==> config.mk <==
export PLATFORM = sky130hd
export DESIGN_NAME = id_top
export DESIGN_NICKNAME = d
export VERILOG_FILES = /design/src/design/id_pkg.sv /design/src/design/id_inst_buffer.sv /design/src/design/id_decoder.sv /design/src/design/id_imm_gen.sv /design/src/design/id_operand_mux.sv /design/src/design/id_out_reg.sv /design/src/design/id_top.sv
export SDC_FILE = /design/constraint.sdc
export NUM_CORES = 1
export LEC_CHECK = 0
export ABC_AREA = 1
export ABC_CLOCK_PERIOD_IN_PS = 9600
export CAP_MARGIN = 0
export CORE_AREA = 2 2 233 235
export CTS_CLUSTER_SIZE = 25
export DETAILED_ROUTE_END_ITERATION = 7
export DIE_AREA = 0 0 235 237
export DONT_BUFFER_PORTS = 1
export GPL_TIMING_DRIVEN = 0
export PLACE_DENSITY = 0.5
export SYNTH_ARGS = -nofsm -noshare
export SYNTH_HDL_FRONTEND = slang
export SYNTH_SLANG_ARGS = --single-unit
==> constraint.sdc <==
create_clock -name clk -period 9.6 [get_ports clk]
set_clock_uncertainty 0.05 [all_clocks]
set_input_delay 0.48 -clock clk [delete_from_list [all_inputs] [get_ports clk]]
set_output_delay 0.48 -clock clk [all_outputs]
set_load 0.005 [all_outputs]
==> src/design/id_pkg.sv <==
package id_pkg;

    localparam int XLEN    = 64;
    localparam int ILEN    = 32;
    localparam int REG_AW  = 5;
    localparam int SHAMT_W = 6; // rv64 shift amount

    // major opcodes
    localparam logic [6:0] OPC_OP_IMM    = 7'b0010011;
    localparam logic [6:0] OPC_OP_IMM_32 = 7'b0011011;
    localparam logic [6:0] OPC_OP        = 7'b0110011;
    localparam logic [6:0] OPC_OP_32     = 7'b0111011;
    localparam logic [6:0] OPC_BRANCH    = 7'b1100011;
    localparam logic [6:0] OPC_LOAD      = 7'b0000011;
    localparam logic [6:0] OPC_STORE     = 7'b0100011;
    localparam logic [6:0] OPC_JAL       = 7'b1101111;
    localparam logic [6:0] OPC_JALR      = 7'b1100111;
    localparam logic [6:0] OPC_LUI       = 7'b0110111;
    localparam logic [6:0] OPC_AUIPC     = 7'b0010111;

    // alu func3
    localparam logic [2:0] F3_ADD  = 3'b000;
    localparam logic [2:0] F3_SLL  = 3'b001;
    localparam logic [2:0] F3_SLT  = 3'b010;
    localparam logic [2:0] F3_SLTU = 3'b011;
    localparam logic [2:0] F3_SR   = 3'b101;

    localparam logic [2:0] F3_BEQ  = 3'b000;
    localparam logic [2:0] F3_BNE  = 3'b001;
    localparam logic [2:0] F3_BLT  = 3'b100;
    localparam logic [2:0] F3_BGE  = 3'b101;
    localparam logic [2:0] F3_BLTU = 3'b110;
    localparam logic [2:0] F3_BGEU = 3'b111;

    localparam logic [2:0] F3_LB  = 3'b000;
    localparam logic [2:0] F3_LH  = 3'b001;
    localparam logic [2:0] F3_LW  = 3'b010;
    localparam logic [2:0] F3_LD  = 3'b011;
    localparam logic [2:0] F3_LBU = 3'b100;
    localparam logic [2:0] F3_LHU = 3'b101;
    localparam logic [2:0] F3_LWU = 3'b110;

    localparam logic [2:0] F3_SB = 3'b000;
    localparam logic [2:0] F3_SH = 3'b001;
    localparam logic [2:0] F3_SW = 3'b010;
    localparam logic [2:0] F3_SD = 3'b011;

    localparam logic [6:0] F7_BASE   = 7'b0000000;
    localparam logic [6:0] F7_ALT    = 7'b0100000; // sra
    localparam logic [6:0] F7_MULDIV = 7'b0000001;

    localparam int SEL_W = 3;

    localparam logic [SEL_W-1:0] OP1_ZERO = 3'd0;
    localparam logic [SEL_W-1:0] OP1_RS1  = 3'd1;
    localparam logic [SEL_W-1:0] OP1_PC   = 3'd2;

    localparam logic [SEL_W-1:0] OP2_ZERO      = 3'd0;
    localparam logic [SEL_W-1:0] OP2_RS2       = 3'd1;
    localparam logic [SEL_W-1:0] OP2_RS2_SHAMT = 3'd2;
    localparam logic [SEL_W-1:0] OP2_IMM_I     = 3'd3;
    localparam logic [SEL_W-1:0] OP2_SHAMT     = 3'd4;
    localparam logic [SEL_W-1:0] OP2_IMM_U     = 3'd5;
    localparam logic [SEL_W-1:0] OP2_FOUR      = 3'd6;

    localparam logic [SEL_W-1:0] BASE_ZERO = 3'd0;
    localparam logic [SEL_W-1:0] BASE_PC   = 3'd1;
    localparam logic [SEL_W-1:0] BASE_RS1  = 3'd2;

    localparam logic [SEL_W-1:0] OFS_ZERO  = 3'd0;
    localparam logic [SEL_W-1:0] OFS_IMM_I = 3'd1;
    localparam logic [SEL_W-1:0] OFS_IMM_S = 3'd2;
    localparam logic [SEL_W-1:0] OFS_IMM_B = 3'd3;
    localparam logic [SEL_W-1:0] OFS_IMM_J = 3'd4;
    localparam logic [SEL_W-1:0] OFS_IMM_U = 3'd5;

    // one instruction word, four field layouts
    typedef union packed {
        struct packed {
            logic [6:0] func7;
            logic [4:0] rs2;
            logic [4:0] rs1;
            logic [2:0] func3;
            logic [4:0] rd;
            logic [6:0] opcode;
        } r_fmt;
        struct packed {
            logic [11:0] imm12;
            logic [4:0]  rs1;
            logic [2:0]  func3;
            logic [4:0]  rd;
            logic [6:0]  opcode;
        } i_fmt;
        struct packed {
            logic [6:0] imm_hi;
            logic [4:0] rs2;
            logic [4:0] rs1;
            logic [2:0] func3;
            logic [4:0] imm_lo;
            logic [6:0] opcode;
        } s_fmt;
        struct packed {
            logic [19:0] imm20;
            logic [4:0]  rd;
            logic [6:0]  opcode;
        } u_fmt;
    } inst_u;

endpackage

==> src/design/id_inst_buffer.sv <==
`timescale 1ns/1ps

module id_inst_buffer
    import id_pkg::*;
(
    input  logic            clk,
    input  logic            reset_i,
    input  logic            in_valid_i,
    input  logic [ILEN-1:0] inst_i,
    input  logic [XLEN-1:0] inst_addr_i,
    input  logic            take_i,      // output stage can take the entry
    output logic            in_ready_o,
    output logic            buf_valid_o,
    output logic [ILEN-1:0] buf_inst_o,
    output logic [XLEN-1:0] buf_pc_o
);

    logic in_fire;

    // free slot, or the held word leaves this cycle
    assign in_ready_o = !buf_valid_o || take_i;
    assign in_fire    = in_valid_i && in_ready_o;

    always_ff @(posedge clk) begin
        if (reset_i) begin
            buf_valid_o <= 1'b0;
        end else if (in_fire) begin
            buf_valid_o <= 1'b1;
        end else if (take_i) begin
            buf_valid_o <= 1'b0;  // drained, nothing new
        end
    end

    always_ff @(posedge clk) begin
        if (in_fire) begin
            buf_inst_o <= inst_i;
            buf_pc_o   <= inst_addr_i;
        end
    end

endmodule

==> src/design/id_decoder.sv <==
`timescale 1ns/1ps

module id_decoder
    import id_pkg::*;
(
    input  inst_u             buf_inst_i,
    output logic [REG_AW-1:0] rs1_addr_o,
    output logic [REG_AW-1:0] rs2_addr_o,
    output logic [REG_AW-1:0] rd_addr_o,
    output logic              reg_wen_o,
    output logic [SEL_W-1:0]  op1_sel_o,
    output logic [SEL_W-1:0]  op2_sel_o,
    output logic [SEL_W-1:0]  base_sel_o,
    output logic [SEL_W-1:0]  ofs_sel_o
);

    logic [6:0] opcode;
    logic [2:0] f3;
    logic [6:0] f7;
    logic       use_rs1;
    logic       use_rs2;
    logic       is_shift;

    assign opcode   = buf_inst_i.r_fmt.opcode;
    assign f3       = buf_inst_i.r_fmt.func3;
    assign f7       = buf_inst_i.r_fmt.func7;
    assign is_shift = (f3 == F3_SLL) || (f3 == F3_SR);

    always_comb begin
        // anything not matched below stays an all-zero bundle
        reg_wen_o  = 1'b0;
        op1_sel_o  = OP1_ZERO;
        op2_sel_o  = OP2_ZERO;
        base_sel_o = BASE_ZERO;
        ofs_sel_o  = OFS_ZERO;
        case (opcode)
            OPC_OP_IMM: begin
                reg_wen_o = 1'b1;
                op1_sel_o = OP1_RS1;
                op2_sel_o = is_shift ? OP2_SHAMT : OP2_IMM_I;
            end
            OPC_OP_IMM_32: begin
                if (f3 == F3_ADD || is_shift) begin
                    reg_wen_o = 1'b1;
                    op1_sel_o = OP1_RS1;
                    op2_sel_o = is_shift ? OP2_SHAMT : OP2_IMM_I;
                end
            end
            OPC_OP: begin
                // sr/divu share func3, func7 tells them apart
                if (f3 != F3_SR || f7 == F7_BASE || f7 == F7_ALT || f7 == F7_MULDIV) begin
                    reg_wen_o = 1'b1;
                    op1_sel_o = OP1_RS1;
                    if (is_shift && f7 != F7_MULDIV)
                        op2_sel_o = OP2_RS2_SHAMT;  // 6-bit shift amount
                    else
                        op2_sel_o = OP2_RS2;
                end
            end
            OPC_OP_32: begin
                if (f3 != F3_SLT && f3 != F3_SLTU) begin
                    reg_wen_o = 1'b1;
                    op1_sel_o = OP1_RS1;
                    op2_sel_o = OP2_RS2;
                end
            end
            OPC_BRANCH: begin
                if (f3 inside {F3_BEQ, F3_BNE, F3_BLT, F3_BGE, F3_BLTU, F3_BGEU}) begin
                    op1_sel_o  = OP1_RS1;
                    op2_sel_o  = OP2_RS2;
                    base_sel_o = BASE_PC;
                    ofs_sel_o  = OFS_IMM_B;
                end
            end
            OPC_LOAD: begin
                if (f3 inside {F3_LB, F3_LH, F3_LW, F3_LD, F3_LBU, F3_LHU, F3_LWU}) begin
                    reg_wen_o  = 1'b1;
                    op1_sel_o  = OP1_RS1;
                    op2_sel_o  = OP2_IMM_I;
                    base_sel_o = BASE_RS1;
                    ofs_sel_o  = OFS_IMM_I;
                end
            end
            OPC_STORE: begin
                if (f3 inside {F3_SB, F3_SH, F3_SW, F3_SD}) begin
                    op2_sel_o  = OP2_RS2;   // store data
                    base_sel_o = BASE_RS1;
                    ofs_sel_o  = OFS_IMM_S;
                end
            end
            OPC_JAL: begin
                reg_wen_o  = 1'b1;
                op1_sel_o  = OP1_PC;        // link value pc + 4
                op2_sel_o  = OP2_FOUR;
                base_sel_o = BASE_PC;
                ofs_sel_o  = OFS_IMM_J;
            end
            OPC_JALR: begin
                reg_wen_o  = 1'b1;
                op1_sel_o  = OP1_PC;
                op2_sel_o  = OP2_FOUR;
                base_sel_o = BASE_RS1;
                ofs_sel_o  = OFS_IMM_I;
            end
            OPC_LUI: begin
                reg_wen_o = 1'b1;
                op2_sel_o = OP2_IMM_U;
            end
            OPC_AUIPC: begin
                reg_wen_o = 1'b1;
                op1_sel_o = OP1_PC;
                op2_sel_o = OP2_IMM_U;
                ofs_sel_o = OFS_IMM_U;
            end
            default: ;
        endcase
    end

    // register use follows from the chosen sources
    assign use_rs1 = (op1_sel_o == OP1_RS1) || (base_sel_o == BASE_RS1);
    assign use_rs2 = (op2_sel_o == OP2_RS2) || (op2_sel_o == OP2_RS2_SHAMT);

    assign rs1_addr_o = use_rs1 ? buf_inst_i.r_fmt.rs1 : '0;
    assign rs2_addr_o = use_rs2 ? buf_inst_i.r_fmt.rs2 : '0;
    assign rd_addr_o  = reg_wen_o ? buf_inst_i.r_fmt.rd : '0;

endmodule

==> src/design/id_imm_gen.sv <==
`timescale 1ns/1ps

module id_imm_gen
    import id_pkg::*;
(
    input  inst_u              buf_inst_i,
    output logic [XLEN-1:0]    imm_i_o,
    output logic [XLEN-1:0]    imm_s_o,
    output logic [XLEN-1:0]    imm_b_o,
    output logic [XLEN-1:0]    imm_u_o,
    output logic [XLEN-1:0]    imm_j_o,
    output logic [SHAMT_W-1:0] shamt_o
);

    logic [11:0] s12;
    logic [19:0] u20;

    assign s12 = {buf_inst_i.s_fmt.imm_hi, buf_inst_i.s_fmt.imm_lo};
    assign u20 = buf_inst_i.u_fmt.imm20;

    assign imm_i_o = {{(XLEN-12){buf_inst_i.i_fmt.imm12[11]}}, buf_inst_i.i_fmt.imm12};
    assign imm_s_o = {{(XLEN-12){s12[11]}}, s12};

    // b type reuses the s split, bit 0 always zero
    assign imm_b_o = {{(XLEN-13){s12[11]}}, s12[11], s12[0], s12[10:1], 1'b0};
    assign imm_u_o = {{(XLEN-32){u20[19]}}, u20, 12'b0};
    assign imm_j_o = {{(XLEN-21){u20[19]}}, u20[19], u20[7:0], u20[8], u20[18:9], 1'b0};

    assign shamt_o = {buf_inst_i.r_fmt.func7[0], buf_inst_i.r_fmt.rs2}; // bit 25 is shamt[5]

endmodule

==> src/design/id_operand_mux.sv <==
`timescale 1ns/1ps

module id_operand_mux
    import id_pkg::*;
(
    input  logic [SEL_W-1:0]   op1_sel_i,
    input  logic [SEL_W-1:0]   op2_sel_i,
    input  logic [SEL_W-1:0]   base_sel_i,
    input  logic [SEL_W-1:0]   ofs_sel_i,
    input  logic [XLEN-1:0]    rs1_data_i,
    input  logic [XLEN-1:0]    rs2_data_i,
    input  logic [XLEN-1:0]    pc_i,
    input  logic [XLEN-1:0]    imm_i_i,
    input  logic [XLEN-1:0]    imm_s_i,
    input  logic [XLEN-1:0]    imm_b_i,
    input  logic [XLEN-1:0]    imm_u_i,
    input  logic [XLEN-1:0]    imm_j_i,
    input  logic [SHAMT_W-1:0] shamt_i,
    output logic [XLEN-1:0]    op1_o,
    output logic [XLEN-1:0]    op2_o,
    output logic [XLEN-1:0]    base_addr_o,
    output logic [XLEN-1:0]    offset_addr_o
);

    always_comb begin
        case (op1_sel_i)
            OP1_RS1: op1_o = rs1_data_i;
            OP1_PC:  op1_o = pc_i;
            default: op1_o = '0;
        endcase

        case (op2_sel_i)
            OP2_RS2:       op2_o = rs2_data_i;
            OP2_RS2_SHAMT: op2_o = {{(XLEN-SHAMT_W){1'b0}}, rs2_data_i[SHAMT_W-1:0]};
            OP2_IMM_I:     op2_o = imm_i_i;
            OP2_SHAMT:     op2_o = {{(XLEN-SHAMT_W){1'b0}}, shamt_i};
            OP2_IMM_U:     op2_o = imm_u_i;
            OP2_FOUR:      op2_o = XLEN'(4);  // return address step
            default:       op2_o = '0;
        endcase

        case (base_sel_i)
            BASE_PC:  base_addr_o = pc_i;
            BASE_RS1: base_addr_o = rs1_data_i;
            default:  base_addr_o = '0;
        endcase

        case (ofs_sel_i)
            OFS_IMM_I: offset_addr_o = imm_i_i;
            OFS_IMM_S: offset_addr_o = imm_s_i;
            OFS_IMM_B: offset_addr_o = imm_b_i;
            OFS_IMM_J: offset_addr_o = imm_j_i;
            OFS_IMM_U: offset_addr_o = imm_u_i;
            default:   offset_addr_o = '0;
        endcase
    end

endmodule

==> src/design/id_out_reg.sv <==
`timescale 1ns/1ps

module id_out_reg
    import id_pkg::*;
(
    input  logic              clk,
    input  logic              reset_i,
    input  logic              buf_valid_i,
    input  logic              out_ready_i,
    input  logic [ILEN-1:0]   inst_i,
    input  logic [XLEN-1:0]   pc_i,
    input  logic [XLEN-1:0]   op1_i,
    input  logic [XLEN-1:0]   op2_i,
    input  logic [REG_AW-1:0] rd_addr_i,
    input  logic              reg_wen_i,
    input  logic [XLEN-1:0]   base_addr_i,
    input  logic [XLEN-1:0]   offset_addr_i,
    output logic              take_o,
    output logic              out_valid_o,
    output logic [ILEN-1:0]   inst_o,
    output logic [XLEN-1:0]   pc_o,
    output logic [XLEN-1:0]   op1_o,
    output logic [XLEN-1:0]   op2_o,
    output logic [REG_AW-1:0] rd_addr_o,
    output logic              reg_wen_o,
    output logic [XLEN-1:0]   base_addr_o,
    output logic [XLEN-1:0]   offset_addr_o
);

    logic load;

    // empty, or the current bundle is leaving
    assign take_o = !out_valid_o || out_ready_i;
    assign load   = take_o && buf_valid_i;

    always_ff @(posedge clk) begin
        if (reset_i) begin
            out_valid_o <= 1'b0;
            reg_wen_o   <= 1'b0;
        end else begin
            if (take_o)
                out_valid_o <= buf_valid_i;
            if (load)
                reg_wen_o <= reg_wen_i;
        end
    end

    always_ff @(posedge clk) begin
        if (load) begin
            inst_o        <= inst_i;
            pc_o          <= pc_i;
            op1_o         <= op1_i;
            op2_o         <= op2_i;
            rd_addr_o     <= rd_addr_i;
            base_addr_o   <= base_addr_i;
            offset_addr_o <= offset_addr_i;
        end
    end

endmodule

==> src/design/id_top.sv <==
`timescale 1ns/1ps

module id_top
    import id_pkg::*;
(
    input  logic              clk,
    input  logic              reset_i,
    input  logic              in_valid_i,
    output logic              in_ready_o,
    input  logic [ILEN-1:0]   inst_i,
    input  logic [XLEN-1:0]   inst_addr_i,
    output logic [REG_AW-1:0] rs1_addr_o,
    output logic [REG_AW-1:0] rs2_addr_o,
    input  logic [XLEN-1:0]   rs1_data_i,
    input  logic [XLEN-1:0]   rs2_data_i,
    output logic              out_valid_o,
    input  logic              out_ready_i,
    output logic [ILEN-1:0]   inst_o,
    output logic [XLEN-1:0]   pc_o,
    output logic [XLEN-1:0]   op1_o,
    output logic [XLEN-1:0]   op2_o,
    output logic [REG_AW-1:0] rd_addr_o,
    output logic              reg_wen_o,
    output logic [XLEN-1:0]   base_addr_o,
    output logic [XLEN-1:0]   offset_addr_o
);

    logic              buf_valid;
    logic [ILEN-1:0]   buf_inst;
    logic [XLEN-1:0]   buf_pc;
    logic              out_ready_to_buf;
    logic [REG_AW-1:0] rd_addr;
    logic              reg_wen;
    logic [SEL_W-1:0]  op1_sel;
    logic [SEL_W-1:0]  op2_sel;
    logic [SEL_W-1:0]  base_sel;
    logic [SEL_W-1:0]  ofs_sel;
    logic [XLEN-1:0]   imm_i;
    logic [XLEN-1:0]   imm_s;
    logic [XLEN-1:0]   imm_b;
    logic [XLEN-1:0]   imm_u;
    logic [XLEN-1:0]   imm_j;
    logic [SHAMT_W-1:0] shamt;
    logic [XLEN-1:0]   op1;
    logic [XLEN-1:0]   op2;
    logic [XLEN-1:0]   base_addr;
    logic [XLEN-1:0]   offset_addr;

    id_inst_buffer id_inst_buffer_inst (
        .clk         (clk),
        .reset_i     (reset_i),
        .in_valid_i  (in_valid_i),
        .inst_i      (inst_i),
        .inst_addr_i (inst_addr_i),
        .take_i      (out_ready_to_buf),
        .in_ready_o  (in_ready_o),
        .buf_valid_o (buf_valid),
        .buf_inst_o  (buf_inst),
        .buf_pc_o    (buf_pc)
    );

    // register file read addresses go straight out
    id_decoder id_decoder_inst (
        .buf_inst_i (buf_inst),
        .rs1_addr_o (rs1_addr_o),
        .rs2_addr_o (rs2_addr_o),
        .rd_addr_o  (rd_addr),
        .reg_wen_o  (reg_wen),
        .op1_sel_o  (op1_sel),
        .op2_sel_o  (op2_sel),
        .base_sel_o (base_sel),
        .ofs_sel_o  (ofs_sel)
    );

    id_imm_gen id_imm_gen_inst (
        .buf_inst_i (buf_inst),
        .imm_i_o    (imm_i),
        .imm_s_o    (imm_s),
        .imm_b_o    (imm_b),
        .imm_u_o    (imm_u),
        .imm_j_o    (imm_j),
        .shamt_o    (shamt)
    );

    id_operand_mux id_operand_mux_inst (
        .op1_sel_i     (op1_sel),
        .op2_sel_i     (op2_sel),
        .base_sel_i    (base_sel),
        .ofs_sel_i     (ofs_sel),
        .rs1_data_i    (rs1_data_i),
        .rs2_data_i    (rs2_data_i),
        .pc_i          (buf_pc),
        .imm_i_i       (imm_i),
        .imm_s_i       (imm_s),
        .imm_b_i       (imm_b),
        .imm_u_i       (imm_u),
        .imm_j_i       (imm_j),
        .shamt_i       (shamt),
        .op1_o         (op1),
        .op2_o         (op2),
        .base_addr_o   (base_addr),
        .offset_addr_o (offset_addr)
    );

    id_out_reg id_out_reg_inst (
        .clk           (clk),
        .reset_i       (reset_i),
        .buf_valid_i   (buf_valid),
        .out_ready_i   (out_ready_i),
        .inst_i        (buf_inst),
        .pc_i          (buf_pc),
        .op1_i         (op1),
        .op2_i         (op2),
        .rd_addr_i     (rd_addr),
        .reg_wen_i     (reg_wen),
        .base_addr_i   (base_addr),
        .offset_addr_i (offset_addr),
        .take_o        (out_ready_to_buf),
        .out_valid_o   (out_valid_o),
        .inst_o        (inst_o),
        .pc_o          (pc_o),
        .op1_o         (op1_o),
        .op2_o         (op2_o),
        .rd_addr_o     (rd_addr_o),
        .reg_wen_o     (reg_wen_o),
        .base_addr_o   (base_addr_o),
        .offset_addr_o (offset_addr_o)
    );

endmodule

==> results of run 1 <==
==> through the flow <==
step | total power [W] | area, um^2 | setup TNS [ps]
after floorplan | 0.00230 | 16400 | 0
after CTS | 0.00407 | 19700 | 0
after global placement | 0.00238 | 17300 | -364790
final | 0.00403 | 19700 | 0
after detailed placement | 0.00235 | 17400 | 0
after global routing | 0.00416 | 19700 | 0
==> synth_stat cells <==
master    number  area (um^2)
nand2_1      429         1610
edfxtp_1     421        12600
a21oi_1      132          661
inv_1         50          188
nor2_1        38          143
clkbuf_1      37          139
nand3_1       35          175
buf_4         32          240
o21ai_0       32          160
inv_2          9         33.8
buf_1          8         30.0
buf_6          6         67.6
buf_2          5         25.0
ha_1           4         50.1
dfxtp_1        3         60.1
nand2_2        3         18.8
nand3_2        3         30.0
nor2_2         3         18.8
nor3_1         3         15.0
nor2_4         2         22.5
o22ai_1        2         12.5
a21oi_2        1         8.76
a31oi_1        1         6.26
clkinv_1       1         3.75
nand2_4        1         11.3
nand3b_1       1         7.51
nor3_2         1         10.0
o211ai_1       1         7.51
o21ai_1        1         5.00
==> worst reg2reg max path: stages (launching register included) <==
cell	delay, ps
edfxtp_1	500
inv_1	120
nand3_1	100
inv_1	120
nand3_1	160
nor2_1	300
inv_1	70
nand2_1	120
ha_1	160
clkbuf_1	640
buf_1	730
nand2_1	110
a21oi_1	320
==> power by group <==
group          internal (W)  leakage [nW]  switching (W)
Clock              0.000947         0.664       0.000734
Combinational     0.0000533          1.96       0.000102
Sequential          0.00213          4.17      0.0000649
Total               0.00313          6.80       0.000901
==> flip-flops by register name, indices dropped and copies added (netlist names), 5 cells and up <==
register                        flops
id_out_reg_inst.op1_o              64
id_inst_buffer_inst.buf_inst_o     32
id_out_reg_inst.inst_o             32
id_out_reg_inst.rd_addr_o           5
id_out_reg_inst.op2_o              64
id_out_reg_inst.offset_addr_o      32
id_inst_buffer_inst.buf_pc_o       64
id_out_reg_inst.base_addr_o        64
id_out_reg_inst.pc_o               64
==> routing by layer <==
layer	GRT usage, %	vias up	wire length [um]
met5	0	-	0
met4	5.70	0	1410
met3	8.43	84	5920
met2	33.4	556	28000
met1	20.4	5112	19500
li1	-	4646	-
==> final cells by class <==
class,count,area share [%]
tap,696,4.42
timing repair buffer,100,5.34
inverter,60,1.21
clock buffer,58,6.18
multi-input combinational,693,15.1
sequential,424,64.4
buffer,88,2.54
antenna,1,0.0127
clock inverter,19,0.793
==> final timing paths <==
| check | slack, ps | startpoint | cells past startpoint | endpoint |
|---|---|---|---|---|
| worst max register to register | 5900 | id_inst_buffer_inst.buf_inst_o[4] | 12 | id_out_reg_inst.base_addr_o[23] |
| worst max-delay path | 5540 | id_inst_buffer_inst.buf_inst_o[31] | 11 | rs1_addr_o[2] |
| worst min-delay path | 40 | rs2_data_i[4] | 2 | id_out_reg_inst.op2_o[4] |
| worst min register to register | 420 | id_inst_buffer_inst.buf_inst_o[1] | 0 | id_out_reg_inst.inst_o[1] |
==> timing repair <==
| item | CTS | global route |
|---|---|---|
| hold endpoints to repair | 99 | 0 |
| hold buffers | 97 | 0 |
| resized for setup | 0 | 0 |
==> kinds of logic (layout without fill, tap and decap cells) <==
family | count (synthesis) | count (layout) | synth area share [%]
AOI/OAI and AO/OA | 170 | 170 | 5.25
buffers and inverters | 148 | 325 | 4.43
DFF | 424 | 424 | 77.4
and+or+nand+nor | 519 | 519 | 12.6
other | 0 | 1 | 0
adders and majority gates | 4 | 4 | 0.305
==> flow_summary.yaml, run 1 <==
global_routing:
  gr-total-overflow: 0
  grt_max_degree: 124
  grt.total_usage_pct: 18.9
  grt_pass1_vias: 10600
  antenna_found_initial: 1
  grt_pass1_wl_um: 76700
critical_path:
  path_buf_inv: 1
  cp_max_fo: 10
  crit_arrival_ps: 3530
  max_stage_delay_ps: 560
  crit_path_top_delay_cell: "edfxtp_1"
  worstSetupPathType: "reg -> out"
  timing.critical_path.from_type: "flop"
  critPathTopFamily: "simple AND/OR/NAND/NOR gates"
  crit_path_end_kind: "primary output"
  path_common_cell: "nor2_1"
  path_cells: "nor2_1 > nand2_1 > o21ai_0 > nand2_1 > o211ai_1 > nor2_1 > nand3_1 > ha_1 > clkbuf_1 > nor2_1 > nor2_1"
  crit_required_ps: 9070
routing:
  drc_errors: 0
  antenna_left: 0
  dr.pass1.iters: 5
  vias: 10400
  drt-vias-per-instance: 4.86
  wl_um: 54800
  wl_per_cell_um: 25.6
  drt_iter0_markers: 739
cts:
  cts.clk_slew.worst_paths_ps: 60
  clkSinkCount: 424
  cts_tree: "yes"
  cts_inserted_buffers: 46
  clockRootBuffer: "clkbuf_16"
  cts.htree.levels: 2
  post_cts.repair.setup_buffers: 0
  clockBufferDepth: 3
  clock_latency_ps: 580
finish:
  layout_commonest_cell: "nand2_1"
  post_route_cells_drive_above_1_share_pct: 8.74
  multiInputGateArea_um2: 2970
  fin_nets: 1645
  mostFrequentLayoutCells: "nand2_1 (429), edfxtp_1 (421), a21oi_1 (132)"
  seqCellArea_um2: 12700
  fin_util_pct: 37.0
  instances_no_fill: 2139
  area_delta_synth_final_pct: 20.2
  fillerInstances: 5120
power:
  powerDensity_nw_per_um2: 204
  vdd_drop_max_mv: 0.125
  p_leak_nw: 6.80
timing:
  period_share_pct: 42.3
  whs_ps: 39.0
  setup_viol: 0
  final_hold_viol_count: 0
  worst_slew_pin_slew_ps: 953
  setup_slack_ps: 5540
  slew_viol_final: 0
  max_freq_mhz: 246
  period_minus_slack_ps: 4060
  rsz0062_at_grt: "no"
  maxSlewHeadroom_pct: 36.5
synth:
  yosysWarningCount: 0
  synth_nets: 1497
  synth_seq_cells: 424
  ys_types: 29
  syn-cell-area_um2: 16400
  avgSynthCellArea_um2: 13.0
  syn_inst: 1265
  synth-seq-area-share_pct: 77.4
status:
  status: "completed"
floorplanning:
  dieHeight_um: 237
  die_area_um2: 55700
  start_util_pct: 30.8
  die_w_um: 235
  core-area_um2: 53300
  ioPinCount: 598
  rows: 85
job:
  drv_cap: 0
placed_design:
  dp.cells: 1964
  dpl.hpwl_um: 39200
  gp_congestion: 0.823
  port-buffer-count: 0
  dp_slack_ps: 5820
worst_hold_path:
  hold_class: "in -> reg"
No activity file was read; power rests on OpenSTA's default activity.
==> run 2, diff against run 1 <==
ABC_CLOCK_PERIOD_IN_PS = 4100   (was 9600)
clock period = 4.1 ns   (was 9.6 ns; I/O delays follow)
==> run 2 against run 1 <==
Cell count rose by 6.6%. Non-clock buffer count is 138 higher. Clock power increased by 140%. Global-route usage rose by 0.42 points. Sequential share of layout area fell by 4.4 points. Register-to-register slack worse by 5600 ps. Wire length grew 1.8%. Critical path depth unchanged. Core utilization up 2.7 points. Setup slack lost 5200 ps. Worst hold slack improved by 180 ps.
==> flow_summary.yaml, run 2 (same netlist as run 1, synthesis figures left out) <==
cts:
  clkSinkCount: 424
  cts.htree.levels: 2
  cts.clk_slew.worst_paths_ps: 60
  clockRootBuffer: "clkbuf_16"
  clockBufferDepth: 3
  cts_inserted_buffers: 46
  post_cts.repair.setup_buffers: 0
  cts_tree: "yes"
  clock_latency_ps: 570
finish:
  instances_no_fill: 2281
  fillerInstances: 5040
  fin_util_pct: 39.7
  fin_nets: 1783
  area_delta_synth_final_pct: 29.1
  mostFrequentLayoutCells: "nand2_1 (427), edfxtp_1 (421), dlygate4sd3_1 (229)"
  post_route_cells_drive_above_1_share_pct: 8.96
  layout_commonest_cell: "nand2_1"
timing:
  period_minus_slack_ps: 3780
  rsz0062_at_grt: "no"
  maxSlewHeadroom_pct: 25.6
  setup_viol: 0
  whs_ps: 214
  worst_slew_pin_slew_ps: 1120
  final_hold_viol_count: 0
  slew_viol_final: 0
  setup_tns_ps: 0
  period_share_pct: 92.1
  max_freq_mhz: 265
critical_path:
  r2r-end: "id_out_reg_inst.base_addr_o[25]"
  crit_path_top_delay_cell: "clkbuf_1"
  critPathLaunch: "id_inst_buffer_inst.buf_inst_o[4]"
  endpoint: "id_out_reg_inst.base_addr_o[25]"
  path_cells: "inv_1 > nand3_1 > inv_1 > nand3_1 > nor2_1 > inv_1 > nand2_1 > ha_1 > clkbuf_1 > clkbuf_1 > a21oi_1"
  worstSetupPathType: "reg -> reg"
  crit_arrival_ps: 3970
  timing.critical_path.from_type: "flop"
  r2r_start: "id_inst_buffer_inst.buf_inst_o[4]"
  crit_required_ps: 4290
  rrSetupSlack_ps: 320
  r2r_cells: 11
  crit_path_end_kind: "flop"
  cp_max_fo: 10
  path_common_cell: "inv_1"
  max_stage_delay_ps: 810
power:
  seqPwrFrac_pct: 53.4
  intPower_w: 0.00748
  p_comb_share_pct: 5.3
  clockPowerShare_pct: 41.3
  swShare_pct: 22.1
  p_leak_nw: 7.42
  p_switching_w: 0.00212
  powerDensity_nw_per_um2: 453
  vdd_drop_max_mv: 0.314
floorplanning:
  ioPinCount: 598
  dieHeight_um: 237
  die_area_um2: 55700
  rows: 85
  start_util_pct: 30.8
  die_w_um: 235
  core-area_um2: 53300
placed_design:
  dpl.hpwl_um: 39700
  gp_congestion: 0.852
  dp.cells: 1970
  port-buffer-count: 0
routing:
  dr.pass1.iters: 5
  wl_um: 55800
  drt_iter0_markers: 1020
  drt-vias-per-instance: 4.85
  wl_per_cell_um: 24.5
  antenna_left: 0
  drc_errors: 0
  vias: 11100
worst_hold_path:
  hold_class: "in -> reg"
  hp-start: "inst_addr_i[22]"
global_routing:
  grt_pass1_wl_um: 79100
  grt.total_usage_pct: 19.4
  grt_pass1_vias: 11400
  gr-total-overflow: 0
  antenna_found_initial: 3
  grt_max_degree: 62
status:
  status: "completed"
job:
  drv_cap: 0
## run 2: through the flow
stage / setup slack, ps / area, um^2 / total power (W)
floorplan: -1690 / 16400 / 0.00536
CTS: 81.5 / 21200 / 0.00969
detailed placement: 130 / 17500 / 0.00552
global placement: -4180 / 17300 / 0.00555
finish: 322 / 21200 / 0.00960
global route: 101 / 21200 / 0.00991
## run 2: power groups by stage
stage / registers [W] / clock network, W / logic, W
floorplan: 0.00518 / 0 / 0.000184
finish: 0.00513 / 0.00397 / 0.000505
CTS: 0.00513 / 0.00406 / 0.000508
global placement: 0.00528 / 0 / 0.000276
global route: 0.00514 / 0.00422 / 0.000543
detailed placement: 0.00522 / 0 / 0.000306
## run 2: how the worst min path moves through the flow
stage | end | slack, ps | cells past startpoint
4_1_cts | id_inst_buffer_inst.buf_pc_o[24] | 170 | 1
3_5_place_dp | id_out_reg_inst.out_valid_o | 220 | 1
5_1_grt | id_inst_buffer_inst.buf_inst_o[20] | 180 | 1
2_1_floorplan | id_out_reg_inst.out_valid_o | 220 | 1
6_report | id_inst_buffer_inst.buf_pc_o[22] | 210 | 1
3_3_place_gp | id_out_reg_inst.out_valid_o | 220 | 1
## run 2: critical path, delay by kind of cell, from the launching register on
family	cells	cell delay, ps
AOI/OAI and AO/OA	1	210
adders and majority gates	1	140
buffers and inverters	5	1720
and+or+nand+nor	4	810
DFF	1	500
## run 2: area by class of cell
type                            instances  area [um^2]  share of cell area (%)
Antenna cell                            1         2.50                  0.0118
Buffer                                 88          503                    2.37
Clock buffer                           57         1210                    5.73
Clock inverter                         24          191                   0.904
Inverter                               60          234                    1.10
Multi-Input combinational cell        693         2980                    14.1
Sequential cell                       424        12700                    60.0
Tap cell                              696          871                    4.11
Timing Repair Buffer                  238         2480                    11.7
## run 2: repair_timing
action | 4_1_cts | 5_1_grt
gates resized for setup | 0 | 4
endpoints found under the setup margin | 0 | 11
hold endpoints to repair | 291 | 0
hold buffers | 229 | 0
## run 2: metal layers
layer	part of all wire, %	vias to the layer above	global-route usage (%)
li1	-	4932	-
met4	3.2	2	6.67
met2	51	603	34.2
met5	0.023	-	0
met3	9.5	106	6.80
met1	36	5415	21.6
==> run 3, diff against run 2 <==
REMOVE_ABC_BUFFERS = 1   (was default)
SETUP_SLACK_MARGIN = 0.5   (was default)
==> run 3 against run 2 <==
Sequential share of layout area up 0.97 points. Critical endpoint is now rs1_addr_o[2]. Largest cell class unchanged. Worst hold slack worse by 100 ps. Largest power group unchanged. Cell count is 3.7% lower.
==> flow_summary.yaml, run 3 (same netlist as run 1, synthesis figures left out) <==
placed_design:
  dp.cells: 1883
  gp_congestion: 0.827
  dpl.hpwl_um: 32900
  place_area_um2: 17100
  port-buffer-count: 0
timing:
  final_hold_viol_count: 0
  period_minus_slack_ps: 3210
  setup_tns_ps: 0
  rsz0062_at_grt: "no"
  setup_viol: 0
  maxSlewHeadroom_pct: 30.7
  slew_viol_final: 0
  worst_slew_pin_slew_ps: 1040
  period_share_pct: 78.4
  max_freq_mhz: 311
power:
  p_switching_w: 0.00216
  vdd_drop_max_mv: 0.329
  swShare_pct: 22.4
  total_power_w: 0.00964
  clockPowerShare_pct: 42.2
  powerDensity_nw_per_um2: 462
  p_comb_share_pct: 4.7
  p_leak_nw: 7.22
  intPower_w: 0.00748
  seqPwrFrac_pct: 53.1
cts:
  clockRootBuffer: "clkbuf_16"
  cts_inserted_buffers: 47
  cts_tree: "yes"
  cts.htree.levels: 2
  clock_latency_ps: 570
  cts.clk_slew.worst_paths_ps: 60
  clkSinkCount: 424
  postCtsResizedCells: 0
  clockBufferDepth: 3
worst_hold_path:
  hp-start: "in_valid_i"
  hold_class: "in -> reg"
  holdPathEnd: "id_inst_buffer_inst.buf_pc_o[61]"
  min_delay_path_depth: 2
critical_path:
  rrSetupSlack_ps: 1240
  r2r-end: "id_out_reg_inst.op2_o[6]"
  crit_required_ps: 3850
  r2r_cells: 8
  r2r_start: "id_inst_buffer_inst.buf_inst_o[13]"
  worstSetupPathType: "reg -> out"
  timing.critical_path.from_type: "flop"
  crit_arrival_ps: 2960
  crit_path_end_kind: "primary output"
  cp_max_fo: 20
floorplanning:
  core-area_um2: 53300
  ioPinCount: 598
  dieHeight_um: 237
  start_util_pct: 30.8
  die_area_um2: 55700
  rows: 85
  die_w_um: 235
global_routing:
  gr-total-overflow: 0
  grt.total_usage_pct: 17.1
  antenna_found_initial: 2
  use_met1_pct: 20.2
  top_usage_layer: "met2"
  grt_util_met2_pct: 29.9
  gr-usage-met3_pct: 4.31
  grt_pass1_wl_um: 71700
  grt_pass1_vias: 10800
  grt_max_degree: 132
routing:
  drt_iter0_markers: 786
  wl_um: 50100
  drc_errors: 0
  dr.pass1.iters: 5
  drt-vias-per-instance: 4.79
  vias: 10500
  antenna_left: 0
  wl_per_cell_um: 22.8
finish:
  layout_commonest_cell: "nand2_1"
  mostFrequentLayoutCells: "nand2_1 (429), edfxtp_1 (421), dlygate4sd3_1 (227)"
  fin_nets: 1695
  fin_util_pct: 39.1
  instances_no_fill: 2196
  fillerInstances: 4994
  post_route_cells_drive_above_1_share_pct: 7.00
  final_area_um2: 20800
  area_delta_synth_final_pct: 27.1
job:
  drv_cap: 0
status:
  status: "completed"
run 3: cell types whose count changed in the layout (fill, tap and decap cells not counted), moves of 5 or more:
| cell | previous run | this run |
|---|---|---|
| buf_16 | 1 | 9 |
| buf_2 | 5 | 0 |
| buf_1 | 8 | 0 |
| clkbuf_1 | 46 | 9 |
| buf_12 | 8 | 1 |
| buf_4 | 32 | 0 |
| buf_6 | 6 | 0 |
run 3: per-stage QoR:
stage | setup WS (ps) | hold WS [ps]
6_report | 888 | 115
5_1_grt | 565 | 120
4_1_cts | 720 | 107
3_5_place_dp | 1140 | 230
3_3_place_gp | -6290 | 226
2_1_floorplan | -3400 | 224
run 3: worst max-delay path: stages, from the launching register on:
cell and delay, ps:
edfxtp_1 440, inv_1 100, nand3_1 90, inv_1 120, nand3_1 180, nor2_1 300, inv_1 70, nand2_1 120
inv_1 90, ha_4 260, nor2_1 430, nor2_1 180
run 3: per-layer routing:
metal | share of wire [%] | vias up | wire length, um
li1 | - | 4754 | -
met1 | 39 | 5236 | 19300
met2 | 51 | 442 | 25700
met3 | 6.9 | 92 | 3450
met4 | 3.1 | 2 | 1540
met5 | 0.026 | - | 13
run 3: worst max path at each step:
stage	startpoint	to	slack, ps	depth (start not counted)
5_1_grt	id_inst_buffer_inst.buf_inst_o[4]	rs1_addr_o[2]	570	11
3_3_place_gp	id_out_reg_inst.out_valid_o	id_out_reg_inst.base_addr_o[28]	-6290	3
3_5_place_dp	id_inst_buffer_inst.buf_inst_o[2]	id_out_reg_inst.base_addr_o[61]	1140	11
4_1_cts	id_inst_buffer_inst.buf_inst_o[4]	rs1_addr_o[2]	720	11
2_1_floorplan	id_out_reg_inst.out_valid_o	id_out_reg_inst.base_addr_o[0]	-3400	3
6_report	id_inst_buffer_inst.buf_inst_o[4]	rs1_addr_o[2]	890	11
run 3: area by class of cell:
type                            count  area (um^2)  area share (%)
Antenna cell                        1         2.50          0.0120
Clock buffer                       59         1260            6.06
Clock inverter                     26          201           0.967
Inverter                           60          238            1.14
Multi-Input combinational cell    693         3020            14.5
Sequential cell                   424        12700            61.0
Tap cell                          696          871            4.18
Timing Repair Buffer              237         2540            12.2
run 3: power groups by stage:
stage          registers, W  logic [W]  clock network (W)
2_1_floorplan       0.00520   0.000151                  0
5_1_grt             0.00513   0.000496            0.00430
3_3_place_gp        0.00530   0.000232                  0
3_5_place_dp        0.00521   0.000266                  0
6_report            0.00512   0.000457            0.00406
4_1_cts             0.00512   0.000463            0.00416
run 3: repair_timing:
| action | CTS | global route |
|---|---|---|
| hold buffers | 227 | 0 |
| endpoints found under the hold margin | 291 | 0 |
| setup buffers | 0 | 0 |
